--- config.mk ---
export PLATFORM = sky130hd
export DESIGN_NAME = mem_net
export DESIGN_NICKNAME = d
export VERILOG_FILES = /design/src/mem_net_pkg.sv /design/src/mem_net.sv /design/src/mem_net_adapter.sv /design/src/ring_net.sv /design/src/ring_router.sv
export SDC_FILE = /design/constraint.sdc
export NUM_CORES = 2
export LEC_CHECK = 0
export ABC_AREA = 1
export CELL_PAD_IN_SITES_DETAIL_PLACEMENT = 0
export CELL_PAD_IN_SITES_GLOBAL_PLACEMENT = 1
export CORE_UTILIZATION = 45
export DETAILED_ROUTE_END_ITERATION = 12
export DONT_BUFFER_PORTS = 1
export HOLD_SLACK_MARGIN = 0.02
export PLACE_DENSITY_LB_ADDON = 0.1
export SLEW_MARGIN = 20
export SYNTH_ARGS = -nofsm -noshare
export SYNTH_HDL_FRONTEND = slang
export SYNTH_SLANG_ARGS = --single-unit
export TNS_END_PERCENT = 20
--- constraint.sdc ---
create_clock -name clk -period 6.8 [get_ports clk]
set_clock_uncertainty 0.15 [all_clocks]
set_input_delay 1.02 -clock clk [delete_from_list [all_inputs] [get_ports clk]]
set_output_delay 1.02 -clock clk [all_outputs]
set_load 0.01 [all_outputs]
--- src/mem_net_pkg.sv ---
//==========================================================================
// memory network package
// memory and network message formats shared by the rings and the adapters
//==========================================================================

`default_nettype none

package mem_net_pkg;

  //========================================================================
  // sizes
  //========================================================================

  // processor ports and cache banks are paired one to one
  localparam int num_ports        = 4;
  localparam int srcdest_nbits    = $clog2(num_ports);
  localparam int net_opaque_nbits = 4;

  localparam int mem_opaque_nbits = 8;
  localparam int mem_addr_nbits   = 32;
  localparam int mem_data_nbits   = 32;

  // banks interleave on 16-byte lines
  localparam int bank_sel_lsb = 4;

  // the source port rides in the top bits of the memory opaque
  localparam int tag_lsb = mem_opaque_nbits - srcdest_nbits;

  typedef logic [srcdest_nbits-1:0] port_idx_t;

  //========================================================================
  // memory messages
  //========================================================================

  typedef enum logic [0:0] {
    mem_read  = 1'b0,
    mem_write = 1'b1
  } mem_type_e;

  // 73 bits
  typedef struct packed {
    mem_type_e                   mtype;
    logic [mem_opaque_nbits-1:0] opaque;
    logic [mem_addr_nbits-1:0]   addr;
    logic [mem_data_nbits-1:0]   data;
  } mem_req_t;

  // 41 bits
  typedef struct packed {
    mem_type_e                   mtype;
    logic [mem_opaque_nbits-1:0] opaque;
    logic [mem_data_nbits-1:0]   data;
  } mem_resp_t;

  //========================================================================
  // network messages
  //========================================================================

  // dest sits in the top bits, the routers only look at that field
  typedef struct packed {
    port_idx_t                   dest;
    port_idx_t                   src;
    logic [net_opaque_nbits-1:0] opaque;
    mem_req_t                    payload;
  } req_net_msg_t;

  typedef struct packed {
    port_idx_t                   dest;
    port_idx_t                   src;
    logic [net_opaque_nbits-1:0] opaque;
    mem_resp_t                   payload;
  } resp_net_msg_t;

endpackage

`default_nettype wire
--- src/mem_net.sv ---
//==========================================================================
// memory network
// request and response rings joined by per-port adapters into one network
//==========================================================================

`timescale 1ns/100ps
`default_nettype none

module mem_net
  import mem_net_pkg::*;
#(
  parameter bit single_bank = 1'b0
) (
  input  logic                      clk,
  input  logic                      rst_n,

  // processor requests
  input  mem_req_t  [num_ports-1:0] req_in_msg,
  input  logic      [num_ports-1:0] req_in_valid,
  output logic      [num_ports-1:0] req_in_ready,

  // requests toward the banks
  output mem_req_t  [num_ports-1:0] req_out_msg,
  output logic      [num_ports-1:0] req_out_valid,
  input  logic      [num_ports-1:0] req_out_ready,

  // bank responses
  input  mem_resp_t [num_ports-1:0] resp_in_msg,
  input  logic      [num_ports-1:0] resp_in_valid,
  output logic      [num_ports-1:0] resp_in_ready,

  // responses toward the processors
  output mem_resp_t [num_ports-1:0] resp_out_msg,
  output logic      [num_ports-1:0] resp_out_valid,
  input  logic      [num_ports-1:0] resp_out_ready
);

  req_net_msg_t  [num_ports-1:0] req_net_in_msg;
  req_net_msg_t  [num_ports-1:0] req_net_out_msg;
  logic          [num_ports-1:0] req_net_out_valid;
  logic          [num_ports-1:0] req_net_out_ready;

  resp_net_msg_t [num_ports-1:0] resp_net_in_msg;
  logic          [num_ports-1:0] resp_net_in_valid;
  resp_net_msg_t [num_ports-1:0] resp_net_out_msg;

  // one adapter per port serves both rings
  for (genvar i = 0; i < num_ports; i++) begin : g_port
    mem_net_adapter #(
      .port_id     (i),
      .single_bank (single_bank)
    ) adapter_i (
      .req_in_msg        (req_in_msg[i]),
      .req_net_msg       (req_net_in_msg[i]),
      .req_net_out       (req_net_out_msg[i]),
      .req_out_msg       (req_out_msg[i]),
      .req_out_valid_net (req_net_out_valid[i]),
      .req_out_valid     (req_out_valid[i]),
      .req_out_ready     (req_out_ready[i]),
      .req_out_ready_net (req_net_out_ready[i]),
      .resp_in_msg       (resp_in_msg[i]),
      .resp_in_valid     (resp_in_valid[i]),
      .resp_in_valid_net (resp_net_in_valid[i]),
      .resp_net_msg      (resp_net_in_msg[i]),
      .resp_net_out      (resp_net_out_msg[i]),
      .resp_out_msg      (resp_out_msg[i])
    );
  end

  //========================================================================
  // rings
  //========================================================================

  ring_net #(
    .msg_t (req_net_msg_t)
  ) req_ring (
    .clk       (clk),
    .rst_n     (rst_n),
    .in_msg    (req_net_in_msg),
    .in_valid  (req_in_valid),
    .in_ready  (req_in_ready),
    .out_msg   (req_net_out_msg),
    .out_valid (req_net_out_valid),
    .out_ready (req_net_out_ready)
  );

  // responses travel independently, so a stalled bank cannot block requests
  ring_net #(
    .msg_t (resp_net_msg_t)
  ) resp_ring (
    .clk       (clk),
    .rst_n     (rst_n),
    .in_msg    (resp_net_in_msg),
    .in_valid  (resp_net_in_valid),
    .in_ready  (resp_in_ready),
    .out_msg   (resp_net_out_msg),
    .out_valid (resp_out_valid),
    .out_ready (resp_out_ready)
  );

endmodule

`default_nettype wire

--- src/mem_net_adapter.sv ---
//==========================================================================
// memory network adapter
// converts memory messages to and from network messages for one port
//==========================================================================

`timescale 1ns/100ps
`default_nettype none

module mem_net_adapter
  import mem_net_pkg::*;
#(
  parameter int port_id     = 0,
  parameter bit single_bank = 1'b0
) (
  // processor request into the request ring
  input  mem_req_t      req_in_msg,
  output req_net_msg_t  req_net_msg,

  // request ring out to the bank
  input  req_net_msg_t  req_net_out,
  output mem_req_t      req_out_msg,
  input  logic          req_out_valid_net,
  output logic          req_out_valid,
  input  logic          req_out_ready,
  output logic          req_out_ready_net,

  // bank response into the response ring
  input  mem_resp_t     resp_in_msg,
  input  logic          resp_in_valid,
  output logic          resp_in_valid_net,
  output resp_net_msg_t resp_net_msg,

  // response ring out to the processor
  input  resp_net_msg_t resp_net_out,
  output mem_resp_t     resp_out_msg
);

  localparam port_idx_t my_id = srcdest_nbits'(port_id);

  // in single-bank mode only bank 0 stays attached
  localparam bit bank_live = !single_bank || (port_id == 0);

  port_idx_t req_dest;
  port_idx_t resp_tag;

  //========================================================================
  // request path
  //========================================================================

  assign req_dest = single_bank ? '0 : req_in_msg.addr[bank_sel_lsb +: srcdest_nbits];

  always_comb begin
    req_net_msg.dest    = req_dest;
    req_net_msg.src     = my_id;
    req_net_msg.opaque  = '0;
    req_net_msg.payload = req_in_msg;
    // source port replaces the top opaque bits, the bank echoes them back
    req_net_msg.payload.opaque[tag_lsb +: srcdest_nbits] = my_id;
  end

  assign req_out_msg       = req_net_out.payload;
  assign req_out_valid     = req_out_valid_net && bank_live;
  assign req_out_ready_net = req_out_ready && bank_live;

  //========================================================================
  // response path
  //========================================================================

  assign resp_tag = resp_in_msg.opaque[tag_lsb +: srcdest_nbits];

  always_comb begin
    resp_net_msg.dest    = resp_tag;
    resp_net_msg.src     = my_id;
    resp_net_msg.opaque  = '0;
    resp_net_msg.payload = resp_in_msg;
  end

  assign resp_in_valid_net = resp_in_valid && bank_live;
  assign resp_out_msg      = resp_net_out.payload;

  // a cut-off bank never gets a request, so it has nothing to answer
  always_comb begin
    if (resp_in_valid) begin
      assert (int'(resp_tag) < num_ports && bank_live)
        else $error("adapter %0d: response tag %0d from a detached bank",
                    port_id, resp_tag);
    end
  end

endmodule

`default_nettype wire

--- src/ring_net.sv ---
//==========================================================================
// ring network
// unidirectional ring of routers with one inject/eject channel per port
//==========================================================================

`timescale 1ns/100ps
`default_nettype none

module ring_net
  import mem_net_pkg::*;
#(
  parameter type msg_t = req_net_msg_t
) (
  input  logic                 clk,
  input  logic                 rst_n,

  // injection channels
  input  msg_t [num_ports-1:0] in_msg,
  input  logic [num_ports-1:0] in_valid,
  output logic [num_ports-1:0] in_ready,

  // ejection channels
  output msg_t [num_ports-1:0] out_msg,
  output logic [num_ports-1:0] out_valid,
  input  logic [num_ports-1:0] out_ready
);

  // link k runs from router k to router k+1
  msg_t link_msg   [num_ports];
  logic link_valid [num_ports];
  logic link_ready [num_ports];

  for (genvar k = 0; k < num_ports; k++) begin : g_node

    // upstream neighbour of this node
    localparam int prev = (k + num_ports - 1) % num_ports;

    ring_router #(
      .msg_t   (msg_t),
      .node_id (k)
    ) router_i (
      .clk            (clk),
      .rst_n          (rst_n),

      .ring_in_msg    (link_msg[prev]),
      .ring_in_valid  (link_valid[prev]),
      .ring_in_ready  (link_ready[prev]),

      .inj_msg        (in_msg[k]),
      .inj_valid      (in_valid[k]),
      .inj_ready      (in_ready[k]),

      .ring_out_msg   (link_msg[k]),
      .ring_out_valid (link_valid[k]),
      .ring_out_ready (link_ready[k]),

      .ej_msg         (out_msg[k]),
      .ej_valid       (out_valid[k]),
      .ej_ready       (out_ready[k])
    );

  end

endmodule

`default_nettype wire

--- src/ring_router.sv ---
//==========================================================================
// ring router
// one ring node with a two-entry buffer on the forward and ejection outputs
//==========================================================================

`timescale 1ns/100ps
`default_nettype none

module ring_router
  import mem_net_pkg::*;
#(
  parameter type msg_t   = req_net_msg_t,
  parameter int  node_id = 0
) (
  input  logic clk,
  input  logic rst_n,

  // link from the upstream router
  input  msg_t ring_in_msg,
  input  logic ring_in_valid,
  output logic ring_in_ready,

  // local injection
  input  msg_t inj_msg,
  input  logic inj_valid,
  output logic inj_ready,

  // link to the downstream router
  output msg_t ring_out_msg,
  output logic ring_out_valid,
  input  logic ring_out_ready,

  // local ejection
  output msg_t ej_msg,
  output logic ej_valid,
  input  logic ej_ready
);

  // buffer 0 feeds ring_out, buffer 1 feeds ej
  localparam int fwd_buf = 0;
  localparam int ej_buf  = 1;

  localparam port_idx_t my_id = srcdest_nbits'(node_id);

  msg_t       slot     [2][2];
  logic [1:0] count    [2];
  logic       has_room [2];
  logic       push     [2];
  logic       pop      [2];
  msg_t       push_msg [2];

  // target buffer index is 1 when the message stops here
  logic ring_tgt;
  logic inj_tgt;
  logic inj_space;
  logic ring_take;
  logic inj_take;

  //========================================================================
  // steering and arbitration
  //========================================================================

  assign ring_tgt = (ring_in_msg.dest == my_id);
  assign inj_tgt  = (inj_msg.dest == my_id);

  // ready never looks at the output side, so no path runs around the ring
  always_comb begin
    for (int b = 0; b < 2; b++) begin
      has_room[b] = (count[b] != 2'd2);
    end
  end

  assign ring_in_ready = has_room[ring_tgt];

  // injection into the forward buffer leaves a free slot behind, so the ring never fills up
  assign inj_space = inj_tgt ? has_room[ej_buf] : (count[fwd_buf] == 2'd0);

  // ring traffic keeps the buffer when both inputs want it
  assign inj_ready = inj_space && !(ring_in_valid && (ring_tgt == inj_tgt));

  assign ring_take = ring_in_valid && ring_in_ready;
  assign inj_take  = inj_valid && inj_ready;

  always_comb begin
    for (int b = 0; b < 2; b++) begin
      push[b]     = (ring_take && (int'(ring_tgt) == b)) ||
                    (inj_take && (int'(inj_tgt) == b));
      push_msg[b] = (ring_take && (int'(ring_tgt) == b)) ? ring_in_msg : inj_msg;
    end
  end

  //========================================================================
  // output buffers
  //========================================================================

  assign ring_out_msg   = slot[fwd_buf][0];
  assign ring_out_valid = (count[fwd_buf] != 2'd0);
  assign ej_msg         = slot[ej_buf][0];
  assign ej_valid       = (count[ej_buf] != 2'd0);

  assign pop[fwd_buf] = ring_out_valid && ring_out_ready;
  assign pop[ej_buf]  = ej_valid && ej_ready;

  always_ff @(posedge clk or negedge rst_n) begin
    if (!rst_n) begin
      for (int b = 0; b < 2; b++) begin
        count[b] <= 2'd0;
      end
    end else begin
      for (int b = 0; b < 2; b++) begin
        case ({push[b], pop[b]})
          2'b10:   count[b] <= count[b] + 2'd1;
          2'b01:   count[b] <= count[b] - 2'd1;
          default: count[b] <= count[b];
        endcase
      end
    end
  end

  // slot 0 is the head and a push that meets a pop goes straight there
  always_ff @(posedge clk) begin
    for (int b = 0; b < 2; b++) begin
      if (pop[b] && !push[b]) begin
        slot[b][0] <= slot[b][1];
      end else if (push[b] && (pop[b] || count[b] == 2'd0)) begin
        slot[b][0] <= push_msg[b];
      end else if (push[b]) begin
        slot[b][1] <= push_msg[b];
      end
    end
  end

  //========================================================================
  // checks
  //========================================================================

  a_ring_out_hold: assert property (@(posedge clk) disable iff (!rst_n)
    ring_out_valid && !ring_out_ready |=> ring_out_valid && $stable(ring_out_msg));

  a_ej_hold: assert property (@(posedge clk) disable iff (!rst_n)
    ej_valid && !ej_ready |=> ej_valid && $stable(ej_msg));

  // a message for this node must never go round again
  a_no_pass_home: assert property (@(posedge clk) disable iff (!rst_n)
    ring_out_valid |-> ring_out_msg.dest != my_id);

endmodule

`default_nettype wire

==> qor.txt <==
largest area contributor in the netlist -> edfxtp_1
Synth Area in XOR/XNOR -> 0.00320
sequential cell area fraction in the yosys report -> 0.646
Num CTS Buffers -> 207
Adder-Cell Fraction of Synth Area -> 0.00229
RePlAce Congestion -> 0.930
Critical-path top delay cell -> nand2_4
startpoint types -> flop
RSZ-0062 raised after global routing -> false
max_slew headroom -> 0.203
HP Start -> req_in_msg[129]
commonest cells in the netlist -> 2878 x nand2_1, 1856 x edfxtp_1, 944 x nand4_1
CP max FO -> 76
core box area -> 0.193 sq mm
vias per inst -> 5.67
Simple-Gate Fraction of Synth Area -> 0.199
Post-synth EDFFs -> 1856
clock root buffer -> clkbuf_16
crit-path max cell delay -> 780 ps
Overflow after GRT -> 0
vias -> 59323
chip height -> 443 um
Die Width -> 443 um
worst skew pair latency -> 860 ps
Iter 0 DRT Violations -> 5921
CTS tree -> yes
Synthesized Nets -> 8960
largest net degree at the start of global routing -> 96
clk sinks -> 1888
FMAX -> 0.195 GHz
fin cells -> 10459
Final Instance Area -> 0.0925 sq mm
Final Hold Viols -> 0
top cells by area, synth -> edfxtp_1 64%, nand2_1 12%, nand4_1 6.7%
nets@finish -> 8229
fill cell count -> 17858
initial cell density of the core -> 0.454
DR WL/cell -> 29.6 um
DRT antenna net count -> 0
first-pass GRT wire length -> 426000 um
top_reg_cell synth -> edfxtp_1
RR Startpoint -> req_ring.g_node[1].router_i.count[2]
Worst Tran Pin Value -> 1180 ps
Max-cap violations -> 0
post-synthesis compound-gate area fraction -> 0.0560
Resized cells post-CTS -> 0
Reg area -> 0.0565 sq mm
Die Area -> 0.196 sq mm
Arr. time, crit path -> 5330 ps
placed cells -> 10054
Max Buffers Root-to-Sink -> 3
Final Cycle Share -> 0.754
PwrDens -> 659 mW/mm^2
count of cell types in the netlist -> 29
area share of the largest cell type after synthesis -> 0.637
mux contribution to synthesized area -> 0
row count -> 161
setup-violating endpoint count in the final report -> 0
final max-slew violation count -> 0
DRC violations left -> 0
Critical path origin -> req_ring.g_node[1].router_i.count[2]
setup TNS -> 0 ps
worst endpoint required time -> 7010 ps
Area Overhead vs Synth -> 5.69%
initial antenna violation count -> 21
PortBufs -> 0
fin crit period -> 5130 ps
Post-synth ARST share -> 0.0169
IO Count -> 946
vias in the first global route -> 55641
multi-input logic area -> 0.0231 sq mm
Worst Hold Slack -> 242 ps
HP Class -> in2reg
GRT Util Overall -> 0.307
Ys Warns -> 0
status -> finished clean
DRT Wirelength -> 310000 um
Placed Area -> 0.0858 sq mm
Yosys reg bits -> 1888
Max IR drop VDD -> 552 uV
share of cells above drive strength 1 -> 0.0635
CTS clock-pin slew for the worst setup and hold paths -> 60 ps
Critical Path Most Common Cell -> buf_4
H-tree depth -> 4
Cells after Synth -> 8470
Syn Std Cell Area -> 0.0876 sq mm
LEAKAGE -> 37.2 nW
Pre-Repair DR Iteration Count -> 6
CP endpoint kind -> flop
syn avg cell area -> 10.3 sq um
largest family of logic cells by synthesized area -> simple AND/OR/NAND/NOR gates
DPL Wire Length -> 218000 um
kind of critical path -> reg2reg
most common cell in the netlist -> nand2_1
CP Cell Sequence -> nor2_1 > buf_4 > inv_2 > nand3_4 > nand2_2 > buf_4 > inv_1 > ha_1 > inv_2 > buf_4 > nand2_4
state kept, by name, indices dropped and copies added, names as in the netlist:
register and flops:
req_ring.g_node.router_i.count 16, req_ring.g_node.router_i.slot 1184, resp_ring.g_node.router_i.count 16, resp_ring.g_node.router_i.slot 672
cell families (layout without fill, tap and decap cells):
family | count (synthesis) | count (layout)
AO/OA/AOI/OAI | 964 | 964
XOR/XNOR | 32 | 32
adder cells (fa/ha/maj) | 16 | 16
buffers and inverters | 1618 | 1059
flip-flops | 1888 | 1888
other | 0 | 22
AND/OR/NAND/NOR | 3952 | 3952
final timing paths:
| check | cells past startpoint | endpoint | slack [ps] |
|---|---|---|---|
| setup / recovery | 11 | req_ring.g_node[2].router_i.slot[1][99] | 1670 |
| hold / removal | 2 | req_ring.g_node[1].router_i.slot[1][56] | 240 |
| setup reg to reg | 11 | req_ring.g_node[2].router_i.slot[1][99] | 1670 |
| hold reg to reg | 2 | req_ring.g_node[1].router_i.slot[1][101] | 340 |
| max in group asynchronous | 2 | req_ring.g_node[2].router_i.count[3] | 5550 |
| min in group asynchronous | 2 | resp_ring.g_node[0].router_i.count[0] | 600 |
stage by stage:
step / total power (W) / utilization / setup slack [ps]
2_1_floorplan: 0.0410 / - / -1100
3_3_place_gp: 0.0496 / 0.444 / 1700
3_5_place_dp: 0.0499 / 0.444 / 1670
4_1_cts: 0.0613 / 0.479 / 1690
5_1_grt: 0.0640 / 0.479 / 1420
6_report: 0.0610 / 0.479 / 1670
layout by cell type, fill, tap and decap left out, drive strengths merged:
cell	n
nand2	2888
edfxtp	1856
nand4	944
o21ai	932
inv	574
clkbuf	255
buf	106
clkinv	97
nor2	63
nand3	40
dfrtp	32
a21oi	26
diode	22
bufinv	20
xnor2	18
ha	16
nor3	16
xor2	14
clkinvlp	6
o211ai	6
or2	1
dlygate4sd3	1
timing repair:
action                    CTS  global route
hold buffers                2             0
buffers inserted            0             0
hold endpoints to repair   32             0
report_power, final:
part | leakage [nW] | switching, W | total [W] | internal [W]
combinational | 16.0 | 0.0202 | 0.0249 | 0.00474
clock | 3.23 | 0.00479 | 0.0112 | 0.00646
sequential | 17.9 | 0.00349 | 0.0249 | 0.0214
total | 37.2 | 0.0284 | 0.0610 | 0.0326
worst max-delay path: cells and delay by family (launching register included):
| kind | cells | cell delay (ps) |
|---|---|---|
| buf+inv | 6 | 1980 |
| fa+ha+maj | 1 | 290 |
| simple gates | 4 | 1620 |
| flops | 1 | 420 |
routing by layer:
metal,global-route usage,up-vias,share of wire
met5,0,-,0.00030
met4,0.183,14,0.068
met3,0.0621,503,0.067
met2,0.533,2262,0.51
met1,0.350,29031,0.36
li1,-,27513,-
area by class of cell:
| class | count | area share |
|---|---|---|
| sequential | 1888 | 0.611 |
| antenna | 22 | 0.000595 |
| multi-input combinational | 4964 | 0.250 |
| clock inverter | 126 | 0.0126 |
| clock buffer | 255 | 0.0593 |
| inverter | 571 | 0.0232 |
| timing repair buffer | 107 | 0.00906 |
| tap | 2526 | 0.0342 |
(Power assumes the default switching activity.)
